### src/rtl/helix_map_pkg.sv
package helix_map_pkg;

  // Bus widths shared by every block on the link
  localparam int unsigned ADDR_W = 32;
  localparam int unsigned DATA_W = 32;
  localparam int unsigned STRB_W = DATA_W / 8;

  // Region base addresses
  localparam logic [ADDR_W-1:0] RAM_BASE  = 32'h1000_0000;
  localparam logic [ADDR_W-1:0] REGS_BASE = 32'h2000_0000;

  // Register block layout
  localparam int unsigned REGS_WORDS = 4;
  localparam int unsigned REG_IDX_W  = $clog2(REGS_WORDS);
  localparam logic [ADDR_W-1:0] REGS_BYTES = ADDR_W'(4 * REGS_WORDS);

  // Word indices inside the register block
  localparam logic [REG_IDX_W-1:0] REG_BOOT0_IDX = 2'd0;
  localparam logic [REG_IDX_W-1:0] REG_BOOT1_IDX = 2'd1;
  localparam logic [REG_IDX_W-1:0] REG_ID_IDX    = 2'd2;
  // Index 3 reserved, reads as zero

  // Merge write data into an old word under byte enables
  function automatic logic [DATA_W-1:0] be_merge(
    input logic [DATA_W-1:0] old_word,
    input logic [DATA_W-1:0] new_word,
    input logic [STRB_W-1:0] be
  );
    logic [DATA_W-1:0] res;
    res = old_word;
    for (int b = 0; b < STRB_W; b++) begin
      if (be[b]) res[8*b +: 8] = new_word[8*b +: 8];
    end
    return res;
  endfunction

endpackage

### src/rtl/helix_ctrl_regs.sv
`timescale 1ns/1ps

module helix_ctrl_regs
  import helix_map_pkg::*;
#(
  parameter logic [DATA_W-1:0] CHIP_ID = 32'h484C_5801
) (
  input  logic                 sysl_clk_i,
  input  logic                 rst_n_i,
  input  logic                 en_i,
  input  logic                 we_i,
  input  logic [REG_IDX_W-1:0] idx_i,
  input  logic [DATA_W-1:0]    wdata_i,
  input  logic [STRB_W-1:0]    be_i,
  output logic [DATA_W-1:0]    rdata_o,
  output logic                 err_o
);

  // Boot addresses for the two cores
  logic [DATA_W-1:0] boot0_q;
  logic [DATA_W-1:0] boot1_q;
  logic [DATA_W-1:0] rd_word;
  logic [DATA_W-1:0] rdata_q;
  logic              err_q;
  logic              wr_ro;

  // Read mux
  always_comb begin
    case (idx_i)
      REG_BOOT0_IDX: rd_word = boot0_q;
      REG_BOOT1_IDX: rd_word = boot1_q;
      REG_ID_IDX:    rd_word = CHIP_ID;
      default:       rd_word = '0;
    endcase
  end

  // ID and reserved word are read only
  assign wr_ro = we_i && (idx_i != REG_BOOT0_IDX) && (idx_i != REG_BOOT1_IDX);

  always_ff @(posedge sysl_clk_i or negedge rst_n_i) begin
    if (!rst_n_i) begin
      boot0_q <= '0;
      boot1_q <= '0;
      err_q   <= 1'b0;
    end else begin
      // Error flag lines up with the read data
      err_q <= en_i && wr_ro;
      if (en_i && we_i && idx_i == REG_BOOT0_IDX) begin
        boot0_q <= be_merge(boot0_q, wdata_i, be_i);
      end
      if (en_i && we_i && idx_i == REG_BOOT1_IDX) begin
        boot1_q <= be_merge(boot1_q, wdata_i, be_i);
      end
    end
  end

  // Registered read, same latency as the RAM
  always_ff @(posedge sysl_clk_i) begin
    if (en_i) rdata_q <= rd_word;
  end

  assign rdata_o = rdata_q;
  assign err_o   = err_q;

endmodule

### config.mk
export PLATFORM = sky130hd
export DESIGN_NAME = helix_ctrl_regs
export DESIGN_NICKNAME = d
export VERILOG_FILES = /design/src/rtl/helix_map_pkg.sv /design/src/rtl/helix_ctrl_regs.sv
export SDC_FILE = /design/constraint.sdc
export NUM_CORES = 1
export LEC_CHECK = 0
export BUFFER_PORTS_ARGS = -buffer_cell sky130_fd_sc_hd__buf_4
export CORE_MARGIN = 10
export CORE_UTILIZATION = 30
export CTS_BUF_LIST = sky130_fd_sc_hd__clkbuf_2
export CTS_CLUSTER_DIAMETER = 80
export DETAILED_ROUTE_END_ITERATION = 7
export MAX_ROUTING_LAYER = met4
export PLACE_DENSITY = 0.54
export SLEW_MARGIN = 20
export SYNTH_ARGS = -nofsm -noshare
export SYNTH_HDL_FRONTEND = slang
export SYNTH_SLANG_ARGS = --single-unit
### constraint.sdc
create_clock -name sysl_clk_i -period 0.9 [get_ports sysl_clk_i]
set_clock_uncertainty 0.1 [all_clocks]
set_input_delay 0.045 -clock sysl_clk_i [delete_from_list [all_inputs] [get_ports sysl_clk_i]]
set_output_delay 0.045 -clock sysl_clk_i [all_outputs]
set_load 0.02 [all_outputs]
== Word-level counts from Yosys, hierarchy flattened ==
Cells that the tools add are included.

* Output and inout bits: 33
* Input port bits: 42
* Logic and storage cells: 30
* Bits in registers: 97

* Mux-type cells: 1
* Reductions and logical operators: 16
* Eq/ne operators: 3

{| class="wikitable"
|+ Operators with widths
! kind !! number
|-
| one-hot mux 32 bit (3 select lines) || 1
|-
| AND reduction 2 bit || 8
|-
| logical AND 1 bit || 6
|-
| equality test 2 x 1 -> 1 bit (second input constant) || 1
|-
| equality test 2 bit (second input constant) || 1
|-
| logical NOT 2 bit || 1
|-
| != test 2 x 1 -> 1 bit (second input constant) || 1
|-
| nonzero test 2 bit || 1
|}

== Depth between registers and ports, before layout ==
Gate-level depths: netlist of run 1.

* Depth after elaboration: 4
* Mapped depth: 5
* Mapped depth without buffers: 3

== Worst setup path before layout of run 1 ==
OpenSTA, ideal clock, no wires.

* Kind: input to register
* Start point: input idx_i[1]
* End point: register boot1_q[25]
* Required time: 0.675 ns
* Arrival time: 0.964 ns
* Cell stages on the path: 4
* Setup time: 0.125 ns
* Path buffers: 1
* Path slack: -0.288 ns
* Path through: nand2b_1 > buf_2 > nor2_2 > mux2_2

* Word-level cells in the longest chain between the ends: 3

{| class="wikitable"
|+ RTL lines
! element !! RTL line !! RTL
|-
| start, declared || helix_ctrl_regs.sv:12 || <nowiki>input logic [REG_IDX_W-1:0] idx_i,</nowiki>
|-
| equality test 2 x 1 -> 1 bit || helix_ctrl_regs.sv:51 || <nowiki>if (en_i && we_i && idx_i == REG_BOOT1_IDX) begin</nowiki>
|-
| logical AND 1 bit || helix_ctrl_regs.sv:51 ||
|-
| AND reduction 2 bit (no source line) || n/a ||
|-
| end signal, assigned || helix_ctrl_regs.sv:52 || <nowiki>boot1_q <= be_merge(boot1_q, wdata_i, be_i);</nowiki>
|-
| end, declared || helix_ctrl_regs.sv:21 || <nowiki>logic [DATA_W-1:0] boot1_q;</nowiki>
|}

No other way between the ends.
A chain may end at the register's enable or synchronous reset.

== Final worst setup path of run 1 ==
* Start point: register rdata_q[27] (netlist: rdata_o[27])
* End point: output rdata_o[27]

{| class="wikitable"
|+ RTL lines
! element !! RTL line !! RTL
|-
| start, declared || helix_ctrl_regs.sv:23 || <nowiki>logic [DATA_W-1:0] rdata_q;</nowiki>
|-
| start signal, assigned || helix_ctrl_regs.sv:59 || <nowiki>if (en_i) rdata_q <= rd_word;</nowiki>
|-
| end, declared || helix_ctrl_regs.sv:15 || <nowiki>output logic [DATA_W-1:0] rdata_o,</nowiki>
|}

No word-level cell between the ends.

==> run metrics, run 1 <==
status finished, violations left; failing checks negative hold slack, negative setup slack; synthesized net count 301; FP Rows 41; Num CTS Buffers 9; vias per cell 4.322; chip width 134.4 um; Final ANT Viol Nets 0; main combinational cell family by area after synthesis multiplexers; Worst Path Max Fanout 1; crit-path max cell delay 0.47 ns; family with the most delay on the worst path flip-flops; Final Wtd Congestion 0.6883; RSZ-0062 raised after global routing true; MaxCap Viol Count 0; synthesized area 3924 um^2; Synth Area in Adders 0%; Die H 134.4 um; # DRC 0; Arr. time, crit path 1.21 ns; total power 10240 uW; Buf/Inv on CP 1; Critical Path, Cell by Cell buf_6; Reg clk slew, reported paths 0.27 ns; fmax 736.6 MHz; post-synthesis compound-gate area fraction 1.148%; initial antenna violation count 0; min Tclk post-route 1.358 ns; Root Buffer clkbuf_2; worst-skew pair later-pin latency 0.59 ns; Worst IR Drop VDD 0.6491 mV; # fillers 1194; Setup WS pre-CTS -0.4521 ns; Final Cycle Share 150.8%; Mapped Cells 259; DR pass1 iterations 4; final setup fails 93; final slew viol count 0; input/output buffers 74; first-pass GRT wire length 15350 um; layout cells sized above 1 47.29%; Worst Setup Slack, final -0.4576 ns; Hold Violations, Final 103; Detailed Place HPWL 6498 um; CTS HTree Levels 3; Iter 0 DRT Violations 116; largest net degree at the start of global routing 66; IO Pins 75; worst min path class input pin to asynchronous set/reset pin; Core ar. 12720 um^2; most common cell after layout, fill and taps aside dfrtp_1; power density of the placed cells 1781 nW/um^2; Nets 443; part of the Yosys area used for sequential elements 65.94%; Least-Margin Pin Slew 0.8294 ns; P&R area growth vs syn 46.56%; Yosys reg bits 97; hold slack -0.1613 ns; CTS tree built; Syn. warnings 0; all-layer global routing usage 11.03%; die area 18050 um^2; WP data required 0.75 ns; slew margin rel. 44.59%; Simple-Gate Fraction of Synth Area 7.462%; CP Class flop to output port; post-synthesis xor/xnor area fraction 0%; antenna cell count 0; CP max-delay cell edfxtp_1; Mean Syn Cell Area 15.15 um^2; leak pwr 0.002539 uW; drt wl/cell 16.47 um; placed cells 520; most frequent cells in the layout dfrtp_1, buf_4, dlygate4sd3_1; Crit. End Element output port; GRT overflow 0; Synth cell types 19; final WL 9520 um; initial core utilization 30.84%; Max Buffers Root-to-Sink 2; vias 2498; multiplexer area fraction after synthesis 24.23%; fin util 45.20%; type of origin of the critical path flop; Final Non-Filler Cells 578; CTS sink cnt 97; vias in the first global route 2820
kinds of logic after synthesis:
kind of cell	count (synthesis)
flip-flops	97
multiplexers	87
AND/OR/NAND/NOR	56
buffers and inverters	10
AO/OA/AOI/OAI	9
state kept, by name, summed over array words and instances (netlist names):
signal   cells
boot0_q     32
boot1_q     32
err_o        1
rdata_o     32
cell type report:
type	count	area (um^2)	share of cell area (%)
clock inverters	5	46.29	0.8050
multi-input cells	152	1469	25.54
well taps	172	215.2	3.742
flip-flops and latches	97	2587	45.00
clock buffers	11	55.05	0.9574
repair buffers	141	1378	23.96
power breakdown:
part | switching [uW] | internal [uW] | total (uW)
registers | 421 | 5440 | 5860
logic | 874 | 1460 | 2340
clock network | 1410 | 634 | 2050
total | 2710 | 7530 | 10200
what timing repair did:
action | in CTS | in global routing
buffers inserted | 0 | 2
hold buffers | 37 | 6
endpoints found under the setup margin | 59 | 143
pin swaps | 0 | 1
gates resized for setup | 32 | 4
endpoints found under the hold margin | 178 | 113
per-layer routing:
layer | share of wire [%] | up-vias | wire length (um) | global-route usage [%]
met1 | 45 | 1242 | 4253 | 13.02
met5 | 0 | - | 0 | -
li1 | - | 1201 | - | -
met2 | 49 | 46 | 4659 | 17.64
met4 | 1.5 | 0 | 144 | 3.990
met3 | 4.9 | 9 | 463 | 3.062
synthesized netlist by cell type:
| master | number | area (um^2) |
|---|---|---|
| dfrtp_1 | 65 | 1627 |
| mux2_2 | 63 | 709.4 |
| edfxtp_1 | 32 | 960.9 |
| nor2_1 | 32 | 120.1 |
| mux2i_1 | 23 | 230.2 |
| nand2_1 | 9 | 33.78 |
| o21ai_0 | 9 | 45.04 |
| buf_2 | 5 | 25.02 |
| nand3_1 | 4 | 20.02 |
| nor3_4 | 4 | 65.06 |
| buf_1 | 2 | 7.510 |
| clkbuf_1 | 2 | 7.510 |
| nor2_2 | 2 | 12.51 |
| nor2_4 | 2 | 22.52 |
| and3_1 | 1 | 6.260 |
| buf_4 | 1 | 7.510 |
| mux2_1 | 1 | 11.26 |
| nand2b_1 | 1 | 6.260 |
| nor2b_1 | 1 | 6.260 |
through the flow:
| stage | TNS [ns] | hold slack [ns] | area, um^2 |
|---|---|---|---|
| after floorplan | -11.93 | -0.3506 | 4163 |
| after global placement | -35.41 | -0.02697 | 5115 |
| after detailed placement | -35.51 | -0.01797 | 5115 |
| after CTS | -38.07 | -0.1511 | 5707 |
| after global routing | -28.90 | -0.1247 | 5751 |
| final | -24.62 | -0.1613 | 5751 |
final timing paths:
path | startpoint | cells past startpoint | endpoint | slack (ns)
worst max-delay path | rdata_o[27] | 1 | rdata_o[27] | -0.46
worst min-delay path | rst_n_i | 3 | boot0_q[25] | -0.16
worst max register to register | boot0_q[24] | 2 | boot0_q[24] | -0.10
worst min register to register | boot0_q[15] | 1 | boot0_q[15] | 0.44
max in group asynchronous | rst_n_i | 3 | boot0_q[30] | 0.53
min in group sysl_clk_i | idx_i[0] | 3 | rdata_o[12] | -0.11
No activity file was read; power rests on OpenSTA's default activity.
==> inputs of run 2 (changes only) <==
--- a/config.mk
+++ b/config.mk
@@ -9,5 +9,5 @@
 export CORE_MARGIN = 10
 export CORE_UTILIZATION = 30
-export CTS_BUF_LIST = sky130_fd_sc_hd__clkbuf_2
+export CTS_BUF_LIST = sky130_fd_sc_hd__clkbuf_4 sky130_fd_sc_hd__clkbuf_8 sky130_fd_sc_hd__clkbuf_16
 export CTS_CLUSTER_DIAMETER = 80
 export DETAILED_ROUTE_END_ITERATION = 7
@@ -18,2 +18,3 @@
 export SYNTH_HDL_FRONTEND = slang
 export SYNTH_SLANG_ARGS = --single-unit
+export TNS_END_PERCENT = 1
==> constraint.sdc (replaced) <==
create_clock -name sysl_clk_i -period 0.9 [get_ports sysl_clk_i]
set_clock_uncertainty 0.1 [all_clocks]
set_input_delay 0.09 -clock sysl_clk_i [delete_from_list [all_inputs] [get_ports sysl_clk_i]]
set_output_delay 0.09 -clock sysl_clk_i [all_outputs]
set_load 0.02 [all_outputs]
==> run metrics, run 2 (synthesis gave the netlist of run 1 again) <==
status finished, violations left; failing checks negative setup slack; Critical Path, Cell by Cell buf_6; WP data required 0.71 ns; MaxCap Viol Count 0; layout cells sized above 1 47.72%; first-pass GRT wire length 14790 um; Worst path depth 1; die area 18050 um^2; R2R cell count 2; input/output buffers 74; Core ar. 12720 um^2; P&R area growth vs syn 44.74%; final WL 9112 um; CTS HTree Levels 3; Crit. End Element output port; CTS sink cnt 97; largest net degree at the start of global routing 66; most frequent cells in the layout dfrtp_1, mux2_2, buf_4; type of origin of the critical path flop; Worst Path Max Fanout 1; Layout Cell Area excl Fill 5679 um^2; Detailed Place HPWL 6207 um; all-layer global routing usage 10.69%; DR pass1 iterations 4; Reg clk slew, reported paths 0.07 ns; Num CTS Buffers 9; IO Pins 75; RSZ-0062 raised after global routing true; # fillers 1211; Max Buffers Root-to-Sink 2; slew margin rel. 67.28%; vias 2478; vias per cell 4.378; worst-skew pair later-pin latency 0.34 ns; vias in the first global route 2858; Final Wtd Congestion 0.7245; placed cells 516; # DRC 0; FP Rows 41; Hold Crit Depth 1; final setup fails 117; total power 11550 uW; most common cell after layout, fill and taps aside dfrtp_1; chip width 134.4 um; Worst Setup Slack, final -0.1987 ns; initial antenna violation count 0; antenna cell count 0; Root Buffer clkbuf_16; Buf/Inv on CP 1; leak pwr 0.002466 uW; Least-Margin Pin Slew 0.4885 ns; family with the most delay on the worst path flip-flops; final slew viol count 0; Final Non-Filler Cells 566; CP max-delay cell edfxtp_1; Iter 0 DRT Violations 93; Worst IR Drop VDD 0.9445 mV; fmax 910.2 MHz; crit-path max cell delay 0.42 ns; power density of the placed cells 2034 nW/um^2; worst min path class input pin to flop; drt wl/cell 16.10 um; Final Cycle Share 122.1%; initial core utilization 30.84%; fin util 44.64%; GRT overflow 0; min Tclk post-route 1.099 ns; Die H 134.4 um; Final ANT Viol Nets 0; CP Class flop to output port; Hold Violations, Final 0; Nets 431; CTS tree built; dpl cell area 4877 um^2; Arr. time, crit path 0.91 ns; # Post-CTS Setup Buffers 0
==> run 2: cell types whose count changed in the layout (fill, tap and decap cells not counted), moves of 6 or more <==
cell,change
buf_4,-6
clkbuf_16,+9
mux2_2,+33
dlygate4sd3_1,-6
clkbuf_2,-12
mux2_4,-34
==> run 2: final timing paths <==
kind,from,endpoint,slack [ns]
min in group asynchronous,rst_n_i,boot0_q[21],0.18
setup reg to reg,boot1_q[17],rdata_o[17],-0.04
setup / recovery,rdata_o[27],rdata_o[27],-0.20
hold / removal,en_i,rdata_o[18],0.007
hold reg to reg,boot1_q[24],boot1_q[24],0.39
max in group asynchronous,rst_n_i,boot1_q[17],0.20
==> run 2: final cells by class <==
cell class / instances / area [um^2] / share of cell area (%)
clock buffer: 10 / 239.0 / 4.208
clock inverter: 6 / 47.55 / 0.8372
multi-input combinational: 152 / 1336 / 23.53
timing repair buffer: 129 / 1254 / 22.08
tap: 172 / 215.2 / 3.789
sequential: 97 / 2587 / 45.56
==> run 2: routing by layer <==
metal / vias up / global-route usage [%] / part of all wire (%)
met2: 51 / 17.78 / 51
li1: 1184 / - / -
met4: 0 / 2.600 / 0.46
met3: 2 / 3.547 / 4.2
met5: - / - / 0
met1: 1241 / 12.19 / 44
==> run 2: what timing repair did <==
action | 4_1_cts | 5_1_grt
hold buffers | 33 | 1
pin swaps | 5 | 0
setup endpoints to repair | 129 | 129
resized for setup | 41 | 9
hold endpoints to repair | 132 | 4
==> run 2: power breakdown <==
| group | internal (uW) | switching (uW) |
|---|---|---|
| Combinational | 1220 | 848 |
| Sequential | 5450 | 386 |
| Clock | 1980 | 1670 |
| Total | 8650 | 2900 |
==> run 2: per-stage QoR <==
stage               setup TNS [ns]  setup WS [ns]  hold WS [ns]
floorplan                   -24.13        -0.2829       -0.3056
global placement            -47.98        -0.5156       0.01687
detailed placement          -48.94        -0.5212       0.02012
CTS                         -10.31        -0.2224      -0.09306
global route                -13.58        -0.2348      -0.01718
finish                      -10.01        -0.1987      0.006831
