$ cat src/rtl/helix_map_pkg.sv
package helix_map_pkg;

  // Bus widths shared by every block on the link
  localparam int unsigned ADDR_W = 32;
  localparam int unsigned DATA_W = 32;
  localparam int unsigned STRB_W = DATA_W / 8;

  // Region base addresses
  localparam logic [ADDR_W-1:0] RAM_BASE  = 32'h1000_0000;
  localparam logic [ADDR_W-1:0] REGS_BASE = 32'h2000_0000;

  // Register block layout
  localparam int unsigned REGS_WORDS = 4;
  localparam int unsigned REG_IDX_W  = $clog2(REGS_WORDS);
  localparam logic [ADDR_W-1:0] REGS_BYTES = ADDR_W'(4 * REGS_WORDS);

  // Word indices inside the register block
  localparam logic [REG_IDX_W-1:0] REG_BOOT0_IDX = 2'd0;
  localparam logic [REG_IDX_W-1:0] REG_BOOT1_IDX = 2'd1;
  localparam logic [REG_IDX_W-1:0] REG_ID_IDX    = 2'd2;
  // Index 3 reserved, reads as zero

  // Merge write data into an old word under byte enables
  function automatic logic [DATA_W-1:0] be_merge(
    input logic [DATA_W-1:0] old_word,
    input logic [DATA_W-1:0] new_word,
    input logic [STRB_W-1:0] be
  );
    logic [DATA_W-1:0] res;
    res = old_word;
    for (int b = 0; b < STRB_W; b++) begin
      if (be[b]) res[8*b +: 8] = new_word[8*b +: 8];
    end
    return res;
  endfunction

endpackage

$ cat src/rtl/helix_bus_pkg.sv
package helix_bus_pkg;

  // Response code returned with every ack
  typedef logic [1:0] resp_t;

  localparam resp_t RESP_OKAY   = 2'd0;
  // Target exists but refused the access
  localparam resp_t RESP_SLVERR = 2'd2;
  // No target at this address
  localparam resp_t RESP_DECERR = 2'd3;

  // Requester ports on the link
  localparam int unsigned NUM_PORTS = 2;

  typedef logic [$clog2(NUM_PORTS)-1:0] port_idx_t;

  // Core data path
  localparam port_idx_t PORT_CORE = 1'b0;
  // Host path from the APB side
  localparam port_idx_t PORT_HOST = 1'b1;

endpackage

$ cat src/rtl/helix_link_arbiter.sv
`timescale 1ns/1ps

module helix_link_arbiter
  import helix_map_pkg::*;
  import helix_bus_pkg::*;
#(
  parameter int unsigned RAM_WORDS = 256
) (
  input  logic                             sysl_clk_i,
  input  logic                             rst_n_i,
  // Pending transactions, one per port
  input  logic [NUM_PORTS-1:0]             pend_i,
  input  logic [NUM_PORTS-1:0]             pend_we_i,
  input  logic [NUM_PORTS-1:0][ADDR_W-1:0] pend_addr_i,
  input  logic [NUM_PORTS-1:0][DATA_W-1:0] pend_wdata_i,
  input  logic [NUM_PORTS-1:0][STRB_W-1:0] pend_be_i,
  // Response back to the ports
  output logic [NUM_PORTS-1:0]             done_o,
  output logic [DATA_W-1:0]                done_rdata_o,
  output resp_t                            done_resp_o,
  // Scratch RAM
  output logic                             ram_en_o,
  output logic                             ram_we_o,
  output logic [$clog2(RAM_WORDS)-1:0]     ram_idx_o,
  output logic [DATA_W-1:0]                ram_wdata_o,
  output logic [STRB_W-1:0]                ram_be_o,
  input  logic [DATA_W-1:0]                ram_rdata_i,
  // Register block
  output logic                             reg_en_o,
  output logic                             reg_we_o,
  output logic [REG_IDX_W-1:0]             reg_idx_o,
  output logic [DATA_W-1:0]                reg_wdata_o,
  output logic [STRB_W-1:0]                reg_be_o,
  input  logic [DATA_W-1:0]                reg_rdata_i,
  input  logic                             reg_err_i
);

  localparam int unsigned       RAM_IDX_W = $clog2(RAM_WORDS);
  localparam logic [ADDR_W-1:0] RAM_BYTES = ADDR_W'(4 * RAM_WORDS);

  port_idx_t            last_q;
  logic [NUM_PORTS-1:0] elig;
  logic                 gnt_vld;
  port_idx_t            gnt_port;

  // Response stage
  logic      rsp_vld_q;
  port_idx_t rsp_port_q;
  logic      rsp_ram_q;
  logic      rsp_dec_err_q;
  logic      rsp_we_q;

  ////////////////////
  // Grant

  // Port already in the response stage is not granted again
  always_comb begin
    for (int p = 0; p < NUM_PORTS; p++) begin
      elig[p] = pend_i[p] && !(rsp_vld_q && rsp_port_q == port_idx_t'(p));
    end
  end

  // Round robin, last granted port loses a tie
  always_comb begin
    gnt_vld = |elig;
    if (elig[~last_q]) begin
      gnt_port = ~last_q;
    end else begin
      gnt_port = last_q;
    end
  end

  ////////////////////
  // Address decode

  logic [ADDR_W-1:0] g_addr;
  logic [ADDR_W-1:0] ram_off;
  logic [ADDR_W-1:0] reg_off;
  logic              hit_ram;
  logic              hit_reg;

  assign g_addr  = pend_addr_i[gnt_port];
  assign ram_off = g_addr - RAM_BASE;
  assign reg_off = g_addr - REGS_BASE;
  assign hit_ram = (g_addr >= RAM_BASE) && (ram_off < RAM_BYTES);
  assign hit_reg = (g_addr >= REGS_BASE) && (reg_off < REGS_BYTES);

  // Access issued in the grant cycle
  assign ram_en_o    = gnt_vld && hit_ram;
  assign ram_we_o    = pend_we_i[gnt_port];
  assign ram_idx_o   = ram_off[RAM_IDX_W+1:2];
  assign ram_wdata_o = pend_wdata_i[gnt_port];
  assign ram_be_o    = pend_be_i[gnt_port];

  assign reg_en_o    = gnt_vld && hit_reg;
  assign reg_we_o    = pend_we_i[gnt_port];
  assign reg_idx_o   = reg_off[REG_IDX_W+1:2];
  assign reg_wdata_o = pend_wdata_i[gnt_port];
  assign reg_be_o    = pend_be_i[gnt_port];

  ////////////////////
  // Response stage

  always_ff @(posedge sysl_clk_i or negedge rst_n_i) begin
    if (!rst_n_i) begin
      // Core port wins the first tie
      last_q        <= port_idx_t'(NUM_PORTS - 1);
      rsp_vld_q     <= 1'b0;
      rsp_port_q    <= '0;
      rsp_ram_q     <= 1'b0;
      rsp_dec_err_q <= 1'b0;
      rsp_we_q      <= 1'b0;
    end else begin
      rsp_vld_q <= gnt_vld;
      if (gnt_vld) begin
        last_q        <= gnt_port;
        rsp_port_q    <= gnt_port;
        rsp_ram_q     <= hit_ram;
        rsp_dec_err_q <= !hit_ram && !hit_reg;
        rsp_we_q      <= pend_we_i[gnt_port];
      end
    end
  end

  // One-cycle done pulse to the issuing port
  always_comb begin
    for (int p = 0; p < NUM_PORTS; p++) begin
      done_o[p] = rsp_vld_q && (rsp_port_q == port_idx_t'(p));
    end
  end

  always_comb begin
    done_rdata_o = rsp_ram_q ? ram_rdata_i : reg_rdata_i;
    done_resp_o  = RESP_OKAY;
    if (rsp_dec_err_q) begin
      done_rdata_o = '0;
      done_resp_o  = RESP_DECERR;
    end else begin
      // Writes return zero read data
      if (rsp_we_q) done_rdata_o = '0;
      if (!rsp_ram_q && reg_err_i) done_resp_o = RESP_SLVERR;
    end
  end

endmodule

$ cat config.mk
export PLATFORM = sky130hd
export DESIGN_NAME = helix_link_arbiter
export DESIGN_NICKNAME = d
export VERILOG_FILES = /design/src/rtl/helix_map_pkg.sv /design/src/rtl/helix_bus_pkg.sv /design/src/rtl/helix_link_arbiter.sv
export SDC_FILE = /design/constraint.sdc
export NUM_CORES = 1
export LEC_CHECK = 0
export ABC_AREA = 1
export BUFFER_PORTS_ARGS = -buffer_cell sky130_fd_sc_hd__buf_2
export CORE_AREA = 2 2 128 130
export CTS_BUF_LIST = sky130_fd_sc_hd__clkbuf_4 sky130_fd_sc_hd__clkbuf_8
export CTS_CLUSTER_SIZE = 25
export DETAILED_ROUTE_END_ITERATION = 8
export DIE_AREA = 0 0 130 132
export GPL_TIMING_DRIVEN = 0
export MAX_ROUTING_LAYER = met4
export REMOVE_ABC_BUFFERS = 1
export SYNTH_ARGS = -nofsm -noshare
export SYNTH_HDL_FRONTEND = slang
export SYNTH_SLANG_ARGS = --single-unit
$ cat constraint.sdc
create_clock -name sysl_clk_i -period 1.6 [get_ports sysl_clk_i]
set_input_delay 0 -clock sysl_clk_i [delete_from_list [all_inputs] [get_ports sysl_clk_i]]
set_output_delay 0 -clock sysl_clk_i [all_outputs]
set_load 0.01 [all_outputs]
Word-level counts from Yosys, hierarchy flattened

Cells that the tools add are included.

Bits of input ports: 207
Output and inout port bits: 122
Logic and storage cells: 48
Bits in registers: 6

Reduce and logical (&&, ||, !) cells: 16
Bitwise operators: 2
Multiplexer cells: 16
Order comparisons: 6
Add/subtract/negate cells: 2

Operators with widths:

| cell                                                         | number |
|---|---|
| 2-to-1 mux 32 bit                                            | 7 |
| >= comparator 32 x 29 -> 1 bit, second input constant        | 1 |
| >= comparator 32 x 30 -> 1 bit, second input constant        | 1 |
| less-than comparator 32 x 11 -> 1 bit, second input constant | 1 |
| less-than comparator 32 x 5 -> 1 bit, second input constant  | 1 |
| subtractor 32 x 29 -> 32 bit, second input constant          | 1 |
| subtractor 32 x 30 -> 32 bit, second input constant          | 1 |
| logical AND 1 bit                                            | 10 |
| 2-to-1 mux 4 bit                                             | 2 |
| logical NOT 1 bit                                            | 5 |
| 2-to-1 mux 1 bit                                             | 5 |
| less-than comparator 1 x 2 -> 1 bit, second input constant   | 2 |
| 2-to-1 mux 2 bit                                             | 2 |
| NOT 1 bit                                                    | 2 |
| OR reduction 2 bit                                           | 1 |

Depth between registers and ports, before layout

Word-level depth: 14
Gate-level depth with buffers: 14

Least setup slack after synthesis

Ideal clock, no wire load.

Path type: register -> register
Start point: register last_q
End point: register rsp_dec_err_q
Path slack: -313 ps
Path buffers: 1
Required time: 1478 ps
Period minus slack after synthesis: 1913 ps
Arrival: 1791 ps
Cell stages (with the launch flop): 14
Path through: dfstp_2 inv_1 nand2_2 nand2_4 buf_8 nand2_1 o21ai_2 ha_1 nand2_1 nand3b_1 nor2_1 nand2_1 nor2_2 nor2_1

Longest elaborated chain between the ends: 10

RTL lines:

| element                                                                                       | RTL line                                           | source |
|---|---|---|
| start, declared                                                                               | helix_link_arbiter.sv:41                           | `port_idx_t last_q;` |
| start signal, assigned                                                                        | helix_link_arbiter.sv:107                          | `last_q <= port_idx_t'(NUM_PORTS - 1);` |
| start signal, assigned                                                                        | helix_link_arbiter.sv:116                          | `last_q <= gnt_port;` |
| 2-to-1 mux 1 bit (implied by the code) (2 in a row)                                           | helix_link_arbiter.sv:66                           | `if (elig[~last_q]) begin` |
| 2-to-1 mux 1 bit (*)                                                                          | helix_link_arbiter.sv:66                           |  |
| 2-to-1 mux 32 bit (implied by the code) (*) (2 in a row)                                      | helix_link_arbiter.sv:82                           | `assign g_addr = pend_addr_i[gnt_port];` |
| subtractor 32 x 29 -> 32 bit or subtractor 32 x 30 -> 32 bit (tied branches)                  | helix_link_arbiter.sv:83, helix_link_arbiter.sv:84 |  |
| less-than comparator 32 x 11 -> 1 bit or less-than comparator 32 x 5 -> 1 bit (tied branches) | helix_link_arbiter.sv:85, helix_link_arbiter.sv:86 |  |
| logical AND 1 bit (on tied branches)                                                          | helix_link_arbiter.sv:85, helix_link_arbiter.sv:86 |  |
| logical NOT 1 bit                                                                             | helix_link_arbiter.sv:119                          | `rsp_dec_err_q <= !hit_ram && !hit_reg;` |
| logical AND 1 bit (*)                                                                         | helix_link_arbiter.sv:119                          |  |
| end signal, assigned                                                                          | helix_link_arbiter.sv:119                          |  |
| end, declared                                                                                 | helix_link_arbiter.sv:50                           | `logic rsp_dec_err_q;` |

Mark *: on every way between the ends. The rest lies on a longest branch, timed or not. The select of a mux whose other input is x is not followed.
A chain may end at the register's enable or synchronous reset.

Final worst setup path

Start point: register last_q
End point: output reg_en_o

Longest elaborated chain between the ends: 9

RTL lines:

| element                                                  | RTL line                 | source |
|---|---|---|
| 2-to-1 mux 1 bit (implied by the code) (2 in a row)      | helix_link_arbiter.sv:66 |  |
| 2-to-1 mux 1 bit (*)                                     | helix_link_arbiter.sv:66 |  |
| 2-to-1 mux 32 bit (implied by the code) (*) (2 in a row) | helix_link_arbiter.sv:82 |  |
| subtractor 32 x 30 -> 32 bit                             | helix_link_arbiter.sv:84 | `assign reg_off = g_addr - REGS_BASE;` |
| less-than comparator 32 x 5 -> 1 bit                     | helix_link_arbiter.sv:86 | `assign hit_reg = (g_addr >= REGS_BASE) && (reg_off < REGS_BYTES);` |
| logical AND 1 bit (*)                                    | helix_link_arbiter.sv:86 |  |
| logical AND 1 bit (*)                                    | helix_link_arbiter.sv:95 | `assign reg_en_o = gnt_vld && hit_reg;` |
| end, declared                                            | helix_link_arbiter.sv:29 | `output logic reg_en_o,` |

Marks and branches as above.

==> metrics.txt <==
outcome=finished, violations left; failing checks=setup timing; IO Pins=329; Tmin final=about 2.2 ns; cell count after placement=894; Final Slew Violations=0; first-pass GRT wire length=approximately 16 mm; crit end category=output pin; Slew @ Worst Pin=0.307 ns; GRT Util Overall=12.2%; RSZ-0062 raised after global routing=yes; final hold vios=0; slowest stage delay, CP=0.57 ns; Die Ht=between 100 and 150 um; Filler cells=roughly 1.8k; area share of the largest cell type after synthesis=32.5%; Min Hold Slack=about 0.13 ns; Syn-to-layout area delta=90.3%; Synth Instances=415; DRC=0; Antenna diodes=0; share of cells above drive strength 1=a little over half; Num CTS Buffers=3; Synth area leaders=nand2_1, nor2_1, buf_4; setup TNS=-9.67 ns; Final Cycle Share=134%; register area share after synthesis=between 7 and 8%; number of antenna violations at the first check in global routing=0; ANT nets after route=0; initial core utilization=approximately an eighth; Sink Count=6; Max VDD drop=0.000765 V; chip width=130 um; Synth async-reset ratio=100%; root buf cell=clkbuf_8; Reg clk slew, reported paths=~0.040 ns; Setup Skew=0.00415 ns; Post-synth EDFFs=0; relative slew slack=between 70% and 80%; vias per cell=~3.8; synth warn=0; cell area after placement=approximately 0.0035 sq mm; critical-path cell list=inv_2, nand2_4, nand2_8, nand2_4, o21ai_4, ha_4, nand2_2, nand3b_1, nor2_2, nand2_1, nor2_2, buf_2; Power Dens Cells=1280 mW/mm^2; Distinct cells, synth=25; Worst Slack Setup Final=-0.551 ns; # Max-Cap Violations=0; most frequent cell after synthesis=nand2_1; Core ar.=0.0157 sq mm; Commonest cells post-synth=nand2_1, nor2_1, buf_4; pin count of the biggest net entering global routing=50; critical path launch point type=register; R2R depth=12; Setup CP Type=reg -> out; Final setup violation count=just under 90; die area=0.0172 sq mm; FMAX=465 MHz; average size of a mapped cell=approximately 4.8 sq um; global placer's final weighted congestion=0.773; post-DR wirelength/cell=roughly 13 um; vias post-DR=~3.5k; CP max FO=6; vias in the first global route=around 3.2k; min-delay worst type=in -> async; nets=904; drt pass-1 iters=4; worst skew pair latency=0.22 ns; Finished Cell Area=0.00380 sq mm; fin cells=911; Synth Flop Type=dfrtp_1; Clock Path Buffers=2; total gr overflow=0; CTS tree=done; Post-Route WL=11.7 mm; Worst Path Arrival=2.15 ns; Yosys top cell by area=nand2_1; HPWL Detailed=8.86 mm; Syn Std Cell Area=0.00200 sq mm; Synth Register Bits=6; IO buf count=324; P_leak=0.00243 uW; critical path required time=roughly 1.6 ns; Row Count=between 40 and 50; initial detailed-routing violation count=85; slowest library cell on the worst path=dfstp_2; htree depth=1
==> worst paths after layout <==
path / startpoint / to / slack (ns)
worst min-delay path: rst_n_i / rsp_ram_q$_DFFE_PN0P_ / 0.13
worst max-delay path: last_q$_DFFE_PN1P_ / reg_en_o / -0.55
max in group asynchronous: rst_n_i / last_q$_DFFE_PN1P_ / 1.24
worst max register to register: last_q$_DFFE_PN1P_ / rsp_dec_err_q$_DFFE_PN0P_ / -0.33
worst min register to register: rsp_port_q$_DFFE_PN0P_ / rsp_port_q$_DFFE_PN0P_ / 0.58
min in group sysl_clk_i: pend_we_i[1] / rsp_we_q$_DFFE_PN0P_ / 0.16
==> where the power goes <==
part           total (uW)  internal (uW)  leakage (uW)  switching, uW
sequential            262            210     0.0000668           51.7
combinational        4340           1550       0.00234           2790
clock                 257            189     0.0000262           68.2
==> worst max-delay path: cells and delay by family (launching register included) <==
family,cells,cell delay (ns)
AO/OA/AOI/OAI,1,0.07
adder cells (fa/ha/maj),1,0.26
buffers and inverters,2,0.23
flip-flops,1,0.57
AND/OR/NAND/NOR,8,0.79
==> area by class of cell <==
class | instances | area, sq um | area share, %
timing repair buffer | 332 | 1690 | 44.4
multi-input combinational | 325 | 1520 | 40.0
tap | 216 | 270 | 7.11
sequential | 6 | 155 | 4.08
inverter | 28 | 118 | 3.10
clock buffer | 4 | 48.8 | 1.28
==> cells by family after synthesis <==
kind of cell	share of synthesized area (%)
buf+inv	26.1
fa+ha+maj	0.627
flops	7.59
simple gates	62.1
compound gates	3.51
==> routing by layer <==
layer,share of wire [%],wire length [um],vias up,global-route usage [%]
li1,-,-,1780,-
met1,40,4670,1472,13.3
met2,52,6070,199,23.8
met3,6.9,814,8,1.01
met4,1.5,180,0,2.33
met5,0,0,-,-
==> metrics by stage <==
step / worst slack [ns] / total power, uW / util (%)
2_1_floorplan: -0.473 / 2140 / -
3_3_place_gp: -1.39 / 3970 / 22.1
3_5_place_dp: -1.35 / 3980 / 22.1
4_1_cts: -0.582 / 4750 / 23.8
5_1_grt: -0.693 / 5300 / 24.2
6_report: -0.551 / 4850 / 24.2
==> sequential cells by signal (all words and copies together) (netlist names) <==
name,flops
rsp_port_q,1
rsp_ram_q,1
last_q,1
rsp_dec_err_q,1
rsp_vld_q,1
rsp_we_q,1
==> repair_timing <==
action                                  in CTS  in global routing
gates cloned                                 3                  2
hold endpoints to repair                     6                  0
pin swaps                                    6                  2
buffers inserted                             5                  2
hold buffers                                 1                  0
endpoints found under the setup margin     122                 94
gates resized for setup                     27                  4
==> layout by cell type, fill, tap and decap left out, types with 2 or more instances in the layout <==
| master | instances |
|---|---|
| inv_1 | 26 |
| nand2_8 | 6 |
| nand2_1 | 166 |
| nand2_4 | 5 |
| buf_4 | 6 |
| clkbuf_8 | 3 |
| o21ai_2 | 3 |
| o21ai_0 | 5 |
| dfrtp_1 | 4 |
| nor2_2 | 2 |
| nor3_1 | 29 |
| or2_2 | 2 |
| nand2_2 | 6 |
| nand3b_1 | 2 |
| nor3_2 | 2 |
| nand3_1 | 4 |
| nor2_1 | 87 |
| buf_2 | 324 |
(Power assumes the default switching activity.)
