[src/rtl/helix_map_pkg.sv]
package helix_map_pkg;

  // Bus widths shared by every block on the link
  localparam int unsigned ADDR_W = 32;
  localparam int unsigned DATA_W = 32;
  localparam int unsigned STRB_W = DATA_W / 8;

  // Region base addresses
  localparam logic [ADDR_W-1:0] RAM_BASE  = 32'h1000_0000;
  localparam logic [ADDR_W-1:0] REGS_BASE = 32'h2000_0000;

  // Register block layout
  localparam int unsigned REGS_WORDS = 4;
  localparam int unsigned REG_IDX_W  = $clog2(REGS_WORDS);
  localparam logic [ADDR_W-1:0] REGS_BYTES = ADDR_W'(4 * REGS_WORDS);

  // Word indices inside the register block
  localparam logic [REG_IDX_W-1:0] REG_BOOT0_IDX = 2'd0;
  localparam logic [REG_IDX_W-1:0] REG_BOOT1_IDX = 2'd1;
  localparam logic [REG_IDX_W-1:0] REG_ID_IDX    = 2'd2;
  // Index 3 reserved, reads as zero

  // Merge write data into an old word under byte enables
  function automatic logic [DATA_W-1:0] be_merge(
    input logic [DATA_W-1:0] old_word,
    input logic [DATA_W-1:0] new_word,
    input logic [STRB_W-1:0] be
  );
    logic [DATA_W-1:0] res;
    res = old_word;
    for (int b = 0; b < STRB_W; b++) begin
      if (be[b]) res[8*b +: 8] = new_word[8*b +: 8];
    end
    return res;
  endfunction

endpackage

[src/rtl/helix_bus_pkg.sv]
package helix_bus_pkg;

  // Response code returned with every ack
  typedef logic [1:0] resp_t;

  localparam resp_t RESP_OKAY   = 2'd0;
  // Target exists but refused the access
  localparam resp_t RESP_SLVERR = 2'd2;
  // No target at this address
  localparam resp_t RESP_DECERR = 2'd3;

  // Requester ports on the link
  localparam int unsigned NUM_PORTS = 2;

  typedef logic [$clog2(NUM_PORTS)-1:0] port_idx_t;

  // Core data path
  localparam port_idx_t PORT_CORE = 1'b0;
  // Host path from the APB side
  localparam port_idx_t PORT_HOST = 1'b1;

endpackage

[src/rtl/helix_port_ctrl.sv]
`timescale 1ns/1ps

module helix_port_ctrl
  import helix_map_pkg::*;
  import helix_bus_pkg::*;
(
  input  logic              sysl_clk_i,
  input  logic              rst_n_i,
  // Requester side, four-phase req/ack
  input  logic              req_i,
  input  logic              we_i,
  input  logic [ADDR_W-1:0] addr_i,
  input  logic [DATA_W-1:0] wdata_i,
  input  logic [STRB_W-1:0] be_i,
  output logic              ack_o,
  output logic [DATA_W-1:0] rdata_o,
  output resp_t             resp_o,
  // Arbiter side
  input  logic              done_i,
  input  logic [DATA_W-1:0] done_rdata_i,
  input  resp_t             done_resp_i,
  output logic              pend_o,
  output logic              pend_we_o,
  output logic [ADDR_W-1:0] pend_addr_o,
  output logic [DATA_W-1:0] pend_wdata_o,
  output logic [STRB_W-1:0] pend_be_o
);

  // FSM encoding
  localparam logic [1:0] ST_IDLE     = 2'd0;
  localparam logic [1:0] ST_PEND     = 2'd1;
  // First ack cycle
  localparam logic [1:0] ST_ACKED    = 2'd2;
  // Requester still holding req after ack
  localparam logic [1:0] ST_WAIT_LOW = 2'd3;

  logic [1:0] state_q;
  logic [1:0] state_d;

  always_comb begin
    state_d = state_q;
    case (state_q)
      ST_IDLE:     if (req_i) state_d = ST_PEND;
      ST_PEND:     if (done_i) state_d = ST_ACKED;
      ST_ACKED:    state_d = req_i ? ST_WAIT_LOW : ST_IDLE;
      ST_WAIT_LOW: if (!req_i) state_d = ST_IDLE;
      default:     state_d = ST_IDLE;
    endcase
  end

  always_ff @(posedge sysl_clk_i or negedge rst_n_i) begin
    if (!rst_n_i) begin
      state_q <= ST_IDLE;
    end else begin
      state_q <= state_d;
    end
  end

  // Request fields latched on the rising req
  // Held stable while the arbiter works on them
  always_ff @(posedge sysl_clk_i) begin
    if (state_q == ST_IDLE && req_i) begin
      pend_we_o    <= we_i;
      pend_addr_o  <= addr_i;
      pend_wdata_o <= wdata_i;
      pend_be_o    <= be_i;
    end
  end

  // Response kept until the next transaction
  always_ff @(posedge sysl_clk_i) begin
    if (state_q == ST_PEND && done_i) begin
      rdata_o <= done_rdata_i;
      resp_o  <= done_resp_i;
    end
  end

  assign pend_o = (state_q == ST_PEND);

  // Ack high from the cycle after done until req seen low
  assign ack_o = (state_q == ST_ACKED) || (state_q == ST_WAIT_LOW);

endmodule

[config.mk]
export PLATFORM = sky130hd
export DESIGN_NAME = helix_port_ctrl
export DESIGN_NICKNAME = d
export VERILOG_FILES = /design/src/rtl/helix_map_pkg.sv /design/src/rtl/helix_bus_pkg.sv /design/src/rtl/helix_port_ctrl.sv
export SDC_FILE = /design/constraint.sdc
export NUM_CORES = 1
export LEC_CHECK = 0
export ABC_AREA = 1
export BUFFER_PORTS_ARGS = -buffer_cell sky130_fd_sc_hd__buf_2
export CAP_MARGIN = 40
export CORE_ASPECT_RATIO = 1.2
export CORE_MARGIN = 2
export CORE_UTILIZATION = 44
export CTS_CLUSTER_SIZE = 30
export DETAILED_ROUTE_END_ITERATION = 16
export GPL_TIMING_DRIVEN = 0
export HOLD_SLACK_MARGIN = 0.08
export PLACE_DENSITY = 0.83
export RECOVER_POWER = 50
export SKIP_CTS_REPAIR_TIMING = 1
export SYNTH_ARGS = -nofsm -noshare
export SYNTH_HDL_FRONTEND = slang
export SYNTH_SLANG_ARGS = --single-unit
[constraint.sdc]
create_clock -name sysl_clk_i -period 9 [get_ports sysl_clk_i]
set_input_delay 2.25 -clock sysl_clk_i [delete_from_list [all_inputs] [get_ports sysl_clk_i]]
set_output_delay 2.25 -clock sysl_clk_i [all_outputs]
set_load 0.02 [all_outputs]
=== Yosys cells after proc, flatten, opt, wreduce, memory -nomap -nowiden ===
Cells that the tools add are included.

* Equal/unequal tests: 6
* Multiplexer cells: 5
* Reductions and logical operators: 5

{| class="wikitable"
|+ Operator list
! operator !! number
|-
| $mux W2 || 4
|-
| $pmux W2 S4 || 1
|-
| $ne A2 B2 Y1 const B || 3
|-
| $eq A2 B2 Y1 const B || 2
|-
| $reduce_and A3 Y1 || 1
|-
| $eq A2 B1 Y1 const B || 1
|-
| $logic_and A1 B1 Y1 || 2
|-
| $logic_not A2 Y1 || 1
|-
| $logic_or A1 B1 Y1 || 1
|}

* Flip-flop bits (word level): 105
* Bits of input ports: 107
* Output and inout bits: 105
* Word-level logic and storage cells: 23

=== Longest topological paths before layout ===
Gate-level depths: netlist of run 1.

* Depth in word-level cells: 3
* Mapped depth: 3

=== Least setup slack after synthesis of run 1 ===
OpenSTA, ideal clock, no wires.

* Path kind: input-to-reg
* Start: input req_i
* End: register pend_addr_o[0], enable pin
* Library setup time: 497 ps
* Arrival time: 5,206 ps
* Required time: 8,503 ps
* Slack: 3,297 ps
* Stages: 2
* Buffers on the path: 0
* Path through: nand2_1 nor2_1

* Longest elaborated chain between the ends: 1

{| class="wikitable"
|+ Ends and longest elaborated chain
! item !! line !! RTL
|-
| start: declaration || helix_port_ctrl.sv:10 || <nowiki>input logic req_i,</nowiki>
|-
| $logic_and A1 B1 Y1 || helix_port_ctrl.sv:62 || <nowiki>if (state_q == ST_IDLE && req_i) begin</nowiki>
|-
| end signal: assignment || helix_port_ctrl.sv:64 || <nowiki>pend_addr_o <= addr_i;</nowiki>
|-
| end: declaration || helix_port_ctrl.sv:24 || <nowiki>output logic [ADDR_W-1:0] pend_addr_o,</nowiki>
|}

Every way passes these cells.
A chain may end at the register's enable or synchronous reset.

=== Worst setup path after layout of run 1 ===
* Start: input req_i
* End: register pend_wdata_o[30], enable pin

* Longest elaborated chain between the ends: 1

{| class="wikitable"
|+ Ends and longest elaborated chain
! item !! line !! RTL
|-
| $logic_and A1 B1 Y1 || helix_port_ctrl.sv:62 ||
|-
| end signal: assignment || helix_port_ctrl.sv:65 || <nowiki>pend_wdata_o <= wdata_i;</nowiki>
|-
| end: declaration || helix_port_ctrl.sv:25 || <nowiki>output logic [DATA_W-1:0] pend_wdata_o,</nowiki>
|}

Every way passes these cells.

==> results of run 1 <==
## per-stage QoR
| stage | worst slack (ns) | std cells | hold slack (ns) | area (um2) | util (%) |
|---|---|---|---|---|---|
| global placement | 2.30 | 420 | 0.550 | 4380 | 61.2 |
| floorplan | 3.30 | 119 | 0.533 | 3210 | - |
| detailed placement | 5.47 | 423 | 0.626 | 4460 | 62.4 |
| finish | 4.41 | 439 | 0.645 | 4590 | 64.3 |
| CTS | 5.50 | 439 | 0.636 | 4650 | 65.0 |
| global route | 4.19 | 439 | 0.687 | 4590 | 64.3 |
## report_power, final
| group | internal, mW | leakage, nW | switching [mW] | total [mW] |
|---|---|---|---|---|
| Combinational | 0.0846 | 0.877 | 0.219 | 0.303 |
| Clock | 0.107 | 0.0957 | 0.162 | 0.269 |
| Sequential | 0.662 | 0.982 | 0.0255 | 0.687 |
| Total | 0.854 | 1.95 | 0.406 | 1.26 |
## Yosys cell counts (all sizes together)
cell type	number
edfxtp	103
inv	4
nand2	3
nand3	3
dfrtp	2
nor2	2
clkbuf	1
o21ai	1
## worst max path at each step
stage / cells past startpoint / endpoint / from
2_1_floorplan: 2 / pend_addr_o[0] / req_i
3_3_place_gp: 3 / pend_addr_o[0] / req_i
3_5_place_dp: 4 / pend_addr_o[0] / req_i
4_1_cts: 4 / pend_o / state_q[1]
5_1_grt: 4 / pend_addr_o[7] / req_i
6_report: 4 / pend_wdata_o[30] / req_i
## metal layers
metal / track usage (%) / part of all wire [%] / up-vias
met1: 17.7 / 32 / 927
met4: 9.62 / 3.1 / 0
met2: 31.3 / 52 / 134
met3: 10.1 / 12 / 20
met5: 0 / 0 / -
li1: - / - / 917
## cell usage in the layout (no fill, tap or decap)
master | netlist | layout
edfxtp_1 | 103 | 103
clkbuf_1 | 1 | 6
nand3_1 | 3 | 3
nor2_1 | 2 | 1
nor2_4 | 0 | 1
nand2_1 | 2 | 2
inv_1 | 3 | 3
o21ai_0 | 0 | 1
dfrtp_1 | 2 | 2
inv_6 | 0 | 1
nand2_2 | 1 | 1
clkbuf_8 | 0 | 9
inv_8 | 0 | 1
inv_2 | 1 | 1
clkinv_8 | 0 | 1
buf_12 | 0 | 1
buf_2 | 0 | 209
clkinv_4 | 0 | 3
## cells by family (layout without fill, tap and decap cells)
| logic type | count (synthesis) | count (layout) |
|---|---|---|
| buf+inv | 5 | 235 |
| simple gates | 8 | 8 |
| flops | 105 | 105 |
| compound gates | 1 | 1 |
## area by class of cell
type | count | area (um2) | share of cell area, %
inverters | 4 | 15.0 | 0.327
clock buffers | 10 | 128 | 2.78
multi-input cells | 9 | 48.8 | 1.06
clock inverters | 6 | 62.6 | 1.36
flip-flops and latches | 105 | 3140 | 68.4
plain buffers | 1 | 3.75 | 0.0817
well taps | 90 | 113 | 2.45
repair buffers | 214 | 1080 | 23.5
## sequential cells by signal (all words and copies together), names as in the netlist
register      flops
pend_addr_o      32
state_q           2
pend_wdata_o     32
pend_we_o         1
rdata_o          32
pend_be_o         4
resp_o            2
## worst max-delay path, cell delays in order
cell and delay (ns):
clkbuf_1 0.13, nand2_1 0.10, nor2_1 1.03, clkbuf_1 1.04
==> flow_metrics.py, run 1 <==
metrics = {
    "synthesis": {
        "synthSimpleGateAreaFrac_pct": 1.13,
        "syn_inst": 119,
        "yosys_warnings": 0,
        "synth-seq-cells": 105,
        "synth_xor_area_share_pct": 0,
        "syn_avg_cell_area_um2": 26.9,
        "synth_top_family_by_area": "simple AND/OR/NAND/NOR gates",
        "netlist.area_leader.share_pct": 96.4,
        "synth.yosys.seq_area_share_pct": 98.0,
        "yosysTopAreaCell": "edfxtp_1",
        "yosys.cell_types.count": 10,
        "synthMuxAreaShare_pct": 0,
        "synth_fa_ha_area_share_pct": 0,
        "synth_compound_area_share_pct": 0.273,
        "synthesis.area_um2": 3210,
        "synth_area_leaders": "edfxtp_1 (96%), dfrtp_1 (1.6%), nand3_1 (0.47%)",
        "syn-num-nets": 226,
    },
    "detailed_routing": {
        "vias_per_cell": 4.55,
        "drt_iter0_drc": 55,
        "detail-route-antenna-nets": 0,
        "drt_wl_total_um": 7310,
        "via_count": 1998,
        "post_drt_wl_per_cell_um": 16.6,
        "route.detailed.drc": 0,
        "dr.pass1.iters": 4,
    },
    "timing": {
        "setup_viol": 0,
        "rsz0062_at_grt": "no",
        "finalHoldViolCount": 0,
        "min_period_ns": 4.59,
        "worst_clock_skew_ns": 0.0137,
        "fmax_ghz": 0.218,
        "final.period_utilization_pct": 51.0,
        "tightest_slew_ns": 1.73,
        "slew_violations": 35,
        "finalSetupTns_ns": 0,
        "timing.slew.headroom_pct": -15.3,
    },
    "critical_path": {
        "rr_endpoint": "pend_wdata_o[30]",
        "critPathLaunchType": "input pin",
        "r2r_start": "state_q[0]",
        "cp_max_fo": 25,
        "end_kind": "flip-flop",
        "cp.arrival_ns": 4.55,
        "worst-setup-path-type": "in2reg",
        "r2r_setup_slack_ns": 5.96,
        "ff2ff_path_depth": 4,
        "crit_required_ns": 8.96,
    },
    "outcome": {
        "violations": "max-capacitance violations, max-slew violations",
        "status": "complete, but fails checks",
    },
    "cts": {
        "clk_path_buf_depth": 2,
        "clk_pin_slew_ns": 0.09,
        "numCtsBuffers": 9,
        "cts_htree_levels": 3,
        "root_buffer": "clkbuf_8",
        "clk_latency_ns": 0.36,
        "cts_tree": "built",
        "clkSinkCount": 105,
    },
    "min_path": {
        "hp-start": "state_q[0]",
        "hold_class": "reg2reg",
        "hold_depth": 2,
        "min_to": "state_q[0]",
    },
    "place": {
        "place_congestion": 0.753,
        "io_buffers": 211,
        "hpwl_um": 5700,
    },
    "grt": {
        "grt_start_max_net_pins": 35,
        "grt_pass1_vias": 2129,
        "overflow": 0,
        "antenna_found_initial": 0,
        "grt_pass1_wl_um": 10400,
        "grt_usage_pct": 18.7,
    },
    "floorplanning": {
        "die_area_um2": 7990,
        "rows": 34,
        "io_pins": 212,
        "die_h_um": 97.5,
        "die_x_um": 81.9,
        "initial_utilization_pct": 44.9,
        "core_um2": 7150,
    },
    "layout": {
        "drive_gt1_share_pct": 65.3,
        "diodes": 0,
        "syn_to_final_growth_pct": 43.3,
        "final_nets": 451,
        "fill_cells": 529,
    },
    "pwr": {
        "p_per_area_nw_per_um2": 274,
        "p_leak_nw": 1.95,
        "ir_worst_vdd_uv": 167,
        "total_power_mw": 1.26,
    },
    "flow_run": {
        "maxCapViolations": 1,
    },
}
Power figures use the tool's default switching activity.
==> run 2: changes to the inputs <==
- CORE_UTILIZATION: 44 -> 41
- PLACE_DENSITY: 0.83 -> 0.79
- clock period: 9 -> 4.3 ns (I/O delays scaled with it)
==> run 2 against run 1 <==
Effect of this change: the flow still finishes with violations (max-capacitance violations, max-slew violations); clock skew up 0.0035 ns; worst setup slack worse by 3.2 ns; total power up 110%; first-iteration DRC count up 24%; global-route usage down 2.2 points; core utilization down 4.2 points; largest power group unchanged.
==> flow_metrics.py, run 2 (synthesis results as in run 1) <==
metrics = {
    "pwr": {
        "ir_worst_vdd_uv": 325,
        "p_per_area_nw_per_um2": 571,
        "p_leak_nw": 1.91,
    },
    "floorplanning": {
        "io_pins": 212,
        "initial_utilization_pct": 42.1,
        "die_h_um": 101,
        "rows": 35,
        "core_um2": 7620,
        "die_area_um2": 8550,
        "die_x_um": 84.7,
    },
    "timing": {
        "fmax_ghz": 0.322,
        "timing.slew.headroom_pct": -63.5,
        "setup_viol": 0,
        "tightest_slew_ns": 2.44,
        "slew_violations": 55,
        "final.period_utilization_pct": 72.2,
        "worst_clock_skew_ns": 0.0172,
        "finalHoldViolCount": 0,
        "finalSetupTns_ns": 0,
        "rsz0062_at_grt": "no",
        "min_period_ns": 3.10,
    },
    "layout": {
        "layout_common_cells": "buf_2 (193), edfxtp_1 (103), clkbuf_1 (20), clkbuf_8 (9)",
        "syn_to_final_growth_pct": 42.9,
        "design_area_um2": 4580,
        "final_common_cell": "buf_2",
        "drive_gt1_share_pct": 60.9,
        "final_nets": 450,
        "diodes": 0,
        "reg_top3": "pend_addr_o (32), pend_wdata_o (32), rdata_o (32)",
    },
    "place": {
        "place_congestion": 0.745,
        "io_buffers": 211,
        "hpwl_um": 5760,
        "dpl_cell_area_um2": 4440,
    },
    "detailed_routing": {
        "drt_wl_total_um": 7270,
        "detail-route-antenna-nets": 0,
        "drt_iter0_drc": 68,
        "route.detailed.drc": 0,
        "vias_per_cell": 4.52,
        "post_drt_wl_per_cell_um": 16.5,
        "dr.pass1.iters": 4,
        "via_count": 1989,
    },
    "grt": {
        "grt_pass1_vias": 2105,
        "antenna_found_initial": 0,
        "grt_start_max_net_pins": 35,
        "overflow": 0,
        "grt_pass1_wl_um": 10300,
        "grt_usage_pct": 16.4,
    },
    "critical_path": {
        "cp.depth": 3,
        "path_cells": "buf_2 -> inv_1 -> nor2_1",
        "critPathSlowestCell": "nor2_1",
        "cp.arrival_ns": 3.02,
        "ff2ff_path_depth": 3,
        "max_stage_delay_ns": 1.80,
        "critical_path_buf_inv_count": 2,
        "r2r_setup_slack_ns": 1.48,
        "r2r_start": "state_q[1]",
        "endpoint": "rdata_o[1]",
        "crit_required_ns": 4.22,
        "crit_start": "done_i",
        "end_kind": "flip-flop",
        "worst-setup-path-type": "in2reg",
        "critPathLaunchType": "input pin",
        "critPathTopFamily": "simple AND/OR/NAND/NOR gates",
        "cp_max_fo": 34,
        "rr_endpoint": "rdata_o[1]",
    },
    "outcome": {
        "status": "complete, but fails checks",
        "violations": "max-capacitance violations, max-slew violations",
    },
    "cts": {
        "clkSinkCount": 105,
        "clk_latency_ns": 0.35,
        "clk_path_buf_depth": 2,
        "cts_tree": "built",
        "cts_htree_levels": 3,
        "numCtsBuffers": 9,
        "root_buffer": "clkbuf_8",
        "clk_pin_slew_ns": 0.10,
    },
    "min_path": {
        "hold_class": "in2async",
    },
    "flow_run": {
        "maxCapViolations": 2,
    },
}
run 2: per-layer routing:
metal	GRT usage, %	up-vias	wire length (um)
met1	16.7	927	2350
met2	27.4	140	3810
met4	6.59	0	116
met3	10.1	8	993
li1	-	914	-
met5	0	-	0
run 2: area by class of cell:
| cell class | count | area, um2 |
|---|---|---|
| flip-flops and latches | 105 | 3140 |
| fillers | 614 | 3040 |
| repair buffers | 213 | 1080 |
| clock buffers | 10 | 128 |
| well taps | 92 | 115 |
| clock inverters | 6 | 55.1 |
| multi-input cells | 9 | 41.3 |
| inverters | 4 | 15.0 |
| plain buffers | 1 | 3.75 |
run 2: through the flow:
step	hold WS, ns	utilization (%)	cells	power, mW	worst slack (ns)
detailed placement	0.580	58.3	424	2.12	1.72
finish	0.488	60.1	440	2.62	1.20
CTS	0.462	60.7	440	2.66	1.98
floorplan	0.540	-	119	1.82	0.943
global route	0.458	60.1	440	2.74	0.964
global placement	0.562	57.5	422	2.07	0.253
run 2: worst reg2reg max path: stages (launching register included):
cell and delay, ns:
dfrtp_1 0.44, inv_2 0.09, nand2_2 0.06, nor2_1 1.79
run 2: report_power, final:
group          total (mW)  internal, mW  switching (mW)  leakage [nW]
combinational       0.634         0.184           0.450         0.842
sequential           1.44          1.38          0.0516         0.982
clock               0.547         0.219           0.328        0.0896
run 2: how the worst min path moves through the flow:
stage,from,to,slack (ns),cells past startpoint
floorplan,state_q[0],state_q[0],0.54,2
global placement,state_q[0],state_q[0],0.56,2
detailed placement,state_q[0],state_q[0],0.58,2
CTS,rst_n_i,state_q[1],0.46,1
global route,rst_n_i,state_q[1],0.46,1
finish,rst_n_i,state_q[1],0.49,1
==> run 3: changes to the inputs <==
- CORE_UTILIZATION: 41 -> 37
- PLACE_DENSITY: 0.79 -> 0.75
- clock period: 4.3 -> 2.6 ns (I/O delays scaled with it)
==> run 3 against run 2 <==
Effect of this change: the run now ends clean; routed wire length decreased by 2.7%; largest power group unchanged; first-iteration DRC count decreased by 4.4%; critical endpoint is now pend_o; cell count increased by 6.1%.
==> flow_metrics.py, run 3 (synthesis results as in run 1) <==
metrics = {
    "timing": {
        "min_period_ns": 1.92,
        "worst_clock_skew_ns": 0.00994,
        "tightest_slew_ns": 0.863,
        "setup_viol": 0,
        "finalSetupTns_ns": 0,
        "slew_violations": 0,
        "rsz0062_at_grt": "no",
        "fmax_ghz": 0.522,
        "final.period_utilization_pct": 73.7,
        "timing.slew.headroom_pct": 42.4,
        "finalHoldViolCount": 0,
    },
    "cts": {
        "clk_pin_slew_ns": 0.10,
        "clk_path_buf_depth": 2,
        "cts_htree_levels": 3,
        "numCtsBuffers": 9,
        "clk_latency_ns": 0.36,
        "cts_tree": "built",
        "root_buffer": "clkbuf_8",
        "clkSinkCount": 105,
    },
    "pwr": {
        "p_leak_nw": 1.85,
        "p_per_area_nw_per_um2": 951,
        "ir_worst_vdd_uv": 504,
    },
    "critical_path": {
        "end_kind": "primary output",
        "critPathLaunchType": "flip-flop",
        "cpMostUsedCell": "inv_1",
        "worst-setup-path-type": "reg2out",
        "critPathSlowestCell": "dfrtp_1",
        "cp.arrival_ns": 1.27,
        "max_stage_delay_ns": 0.46,
        "path_cells": "inv_1 -> nand2_1 -> inv_1 -> buf_2",
        "critical_path_buf_inv_count": 3,
        "crit_required_ns": 1.95,
        "cp_max_fo": 5,
        "critPathTopFamily": "flip-flops",
    },
    "grt": {
        "grt_start_max_net_pins": 35,
        "grt_pass1_wl_um": 10000,
        "top_usage_layer": "met2",
        "gr-usage-met3_pct": 8.62,
        "grt_pass1_vias": 2044,
        "use_met1_pct": 15.5,
        "overflow": 0,
        "antenna_found_initial": 0,
        "gr-usage-met2_pct": 23.8,
        "grt_usage_pct": 15.0,
    },
    "floorplanning": {
        "core_um2": 8520,
        "die_h_um": 106,
        "rows": 37,
        "io_pins": 212,
        "die_area_um2": 9430,
        "initial_utilization_pct": 37.6,
        "die_x_um": 89.0,
    },
    "layout": {
        "design_area_um2": 4620,
        "drive_gt1_share_pct": 52.7,
        "multiInputGateArea_um2": 57.6,
        "reg_top3": "pend_addr_o (32), pend_wdata_o (32), rdata_o (32)",
        "final_nets": 451,
        "syn_to_final_growth_pct": 44.0,
        "layout_common_cells": "buf_2 (165), edfxtp_1 (103), clkbuf_1 (49), clkbuf_8 (9), inv_1 (4)",
        "final_common_cell": "buf_2",
        "seqCellArea_um2": 3140,
        "fill_cells": 745,
    },
    "place": {
        "hpwl_um": 5530,
        "io_buffers": 211,
        "place_congestion": 0.808,
        "dpl_cell_area_um2": 4470,
    },
    "detailed_routing": {
        "drt_iter0_drc": 65,
        "post_drt_wl_per_cell_um": 15.2,
        "via_count": 1966,
        "drt_wl_total_um": 7080,
        "dr.pass1.iters": 4,
        "route.detailed.drc": 0,
        "vias_per_cell": 4.21,
        "detail-route-antenna-nets": 0,
    },
    "min_path": {
        "hold_class": "in2reg",
    },
    "outcome": {
        "status": "completed",
    },
    "flow_run": {
        "maxCapViolations": 0,
    },
}
-- run 3: cell type report --
class	instances	share of cell area (%)
tap	117	3.17
antenna	1	0.0542
timing repair buffer	214	22.9
inverter	4	0.325
buffer	1	0.0813
multi-input combinational	9	1.25
sequential	105	68.1
clock buffer	11	2.85
clock inverter	5	1.33
-- run 3: layer usage --
layer	up-vias	share of wire [%]	wire length, um
met2	135	50	3570
met1	901	34	2400
met5	-	0	0
met3	9	14	997
met4	0	1.6	114
li1	921	-	-
-- run 3: worst reg2reg max path: cells and delay by family (launching register included) --
| kind | cells | cell delay [ns] |
|---|---|---|
| flops | 1 | 0.46 |
| buf+inv | 1 | 0.10 |
| simple gates | 2 | 0.80 |
-- run 3: worst paths after layout --
path	start	endpoint	slack (ns)	depth (start not counted)
worst max-delay path	state_q[1]	pend_o	0.68	4
worst min-delay path	done_rdata_i[17]	rdata_o[17]	0.46	1
worst max register to register	state_q[1]	rdata_o[2]	0.87	3
worst min register to register	state_q[0]	state_q[0]	0.58	2
max in group asynchronous	rst_n_i	state_q[0]	1.82	2
min in group asynchronous	rst_n_i	state_q[1]	0.64	2
-- run 3: power breakdown --
part / internal, mW / leakage [nW] / total [mW] / switching [mW]
sequential: 2.28 / 0.982 / 2.36 / 0.0858
clock: 0.456 / 0.0987 / 0.994 / 0.538
combinational: 0.289 / 0.772 / 1.03 / 0.745
total: 3.02 / 1.85 / 4.39 / 1.37
-- run 3: metrics by stage --
step                      util [%]  hold WS [ns]  cells  setup slack [ns]  total power, mW
after floorplan                  -         0.354    119            0.0156             3.01
after global placement        51.9         0.436    447            -0.504             3.42
after detailed placement      52.5         0.441    449             0.677             3.49
after CTS                     54.8        0.0337    465             0.717             4.48
after global routing          54.2         0.424    466             0.566             4.60
final                         54.2         0.457    467             0.683             4.39
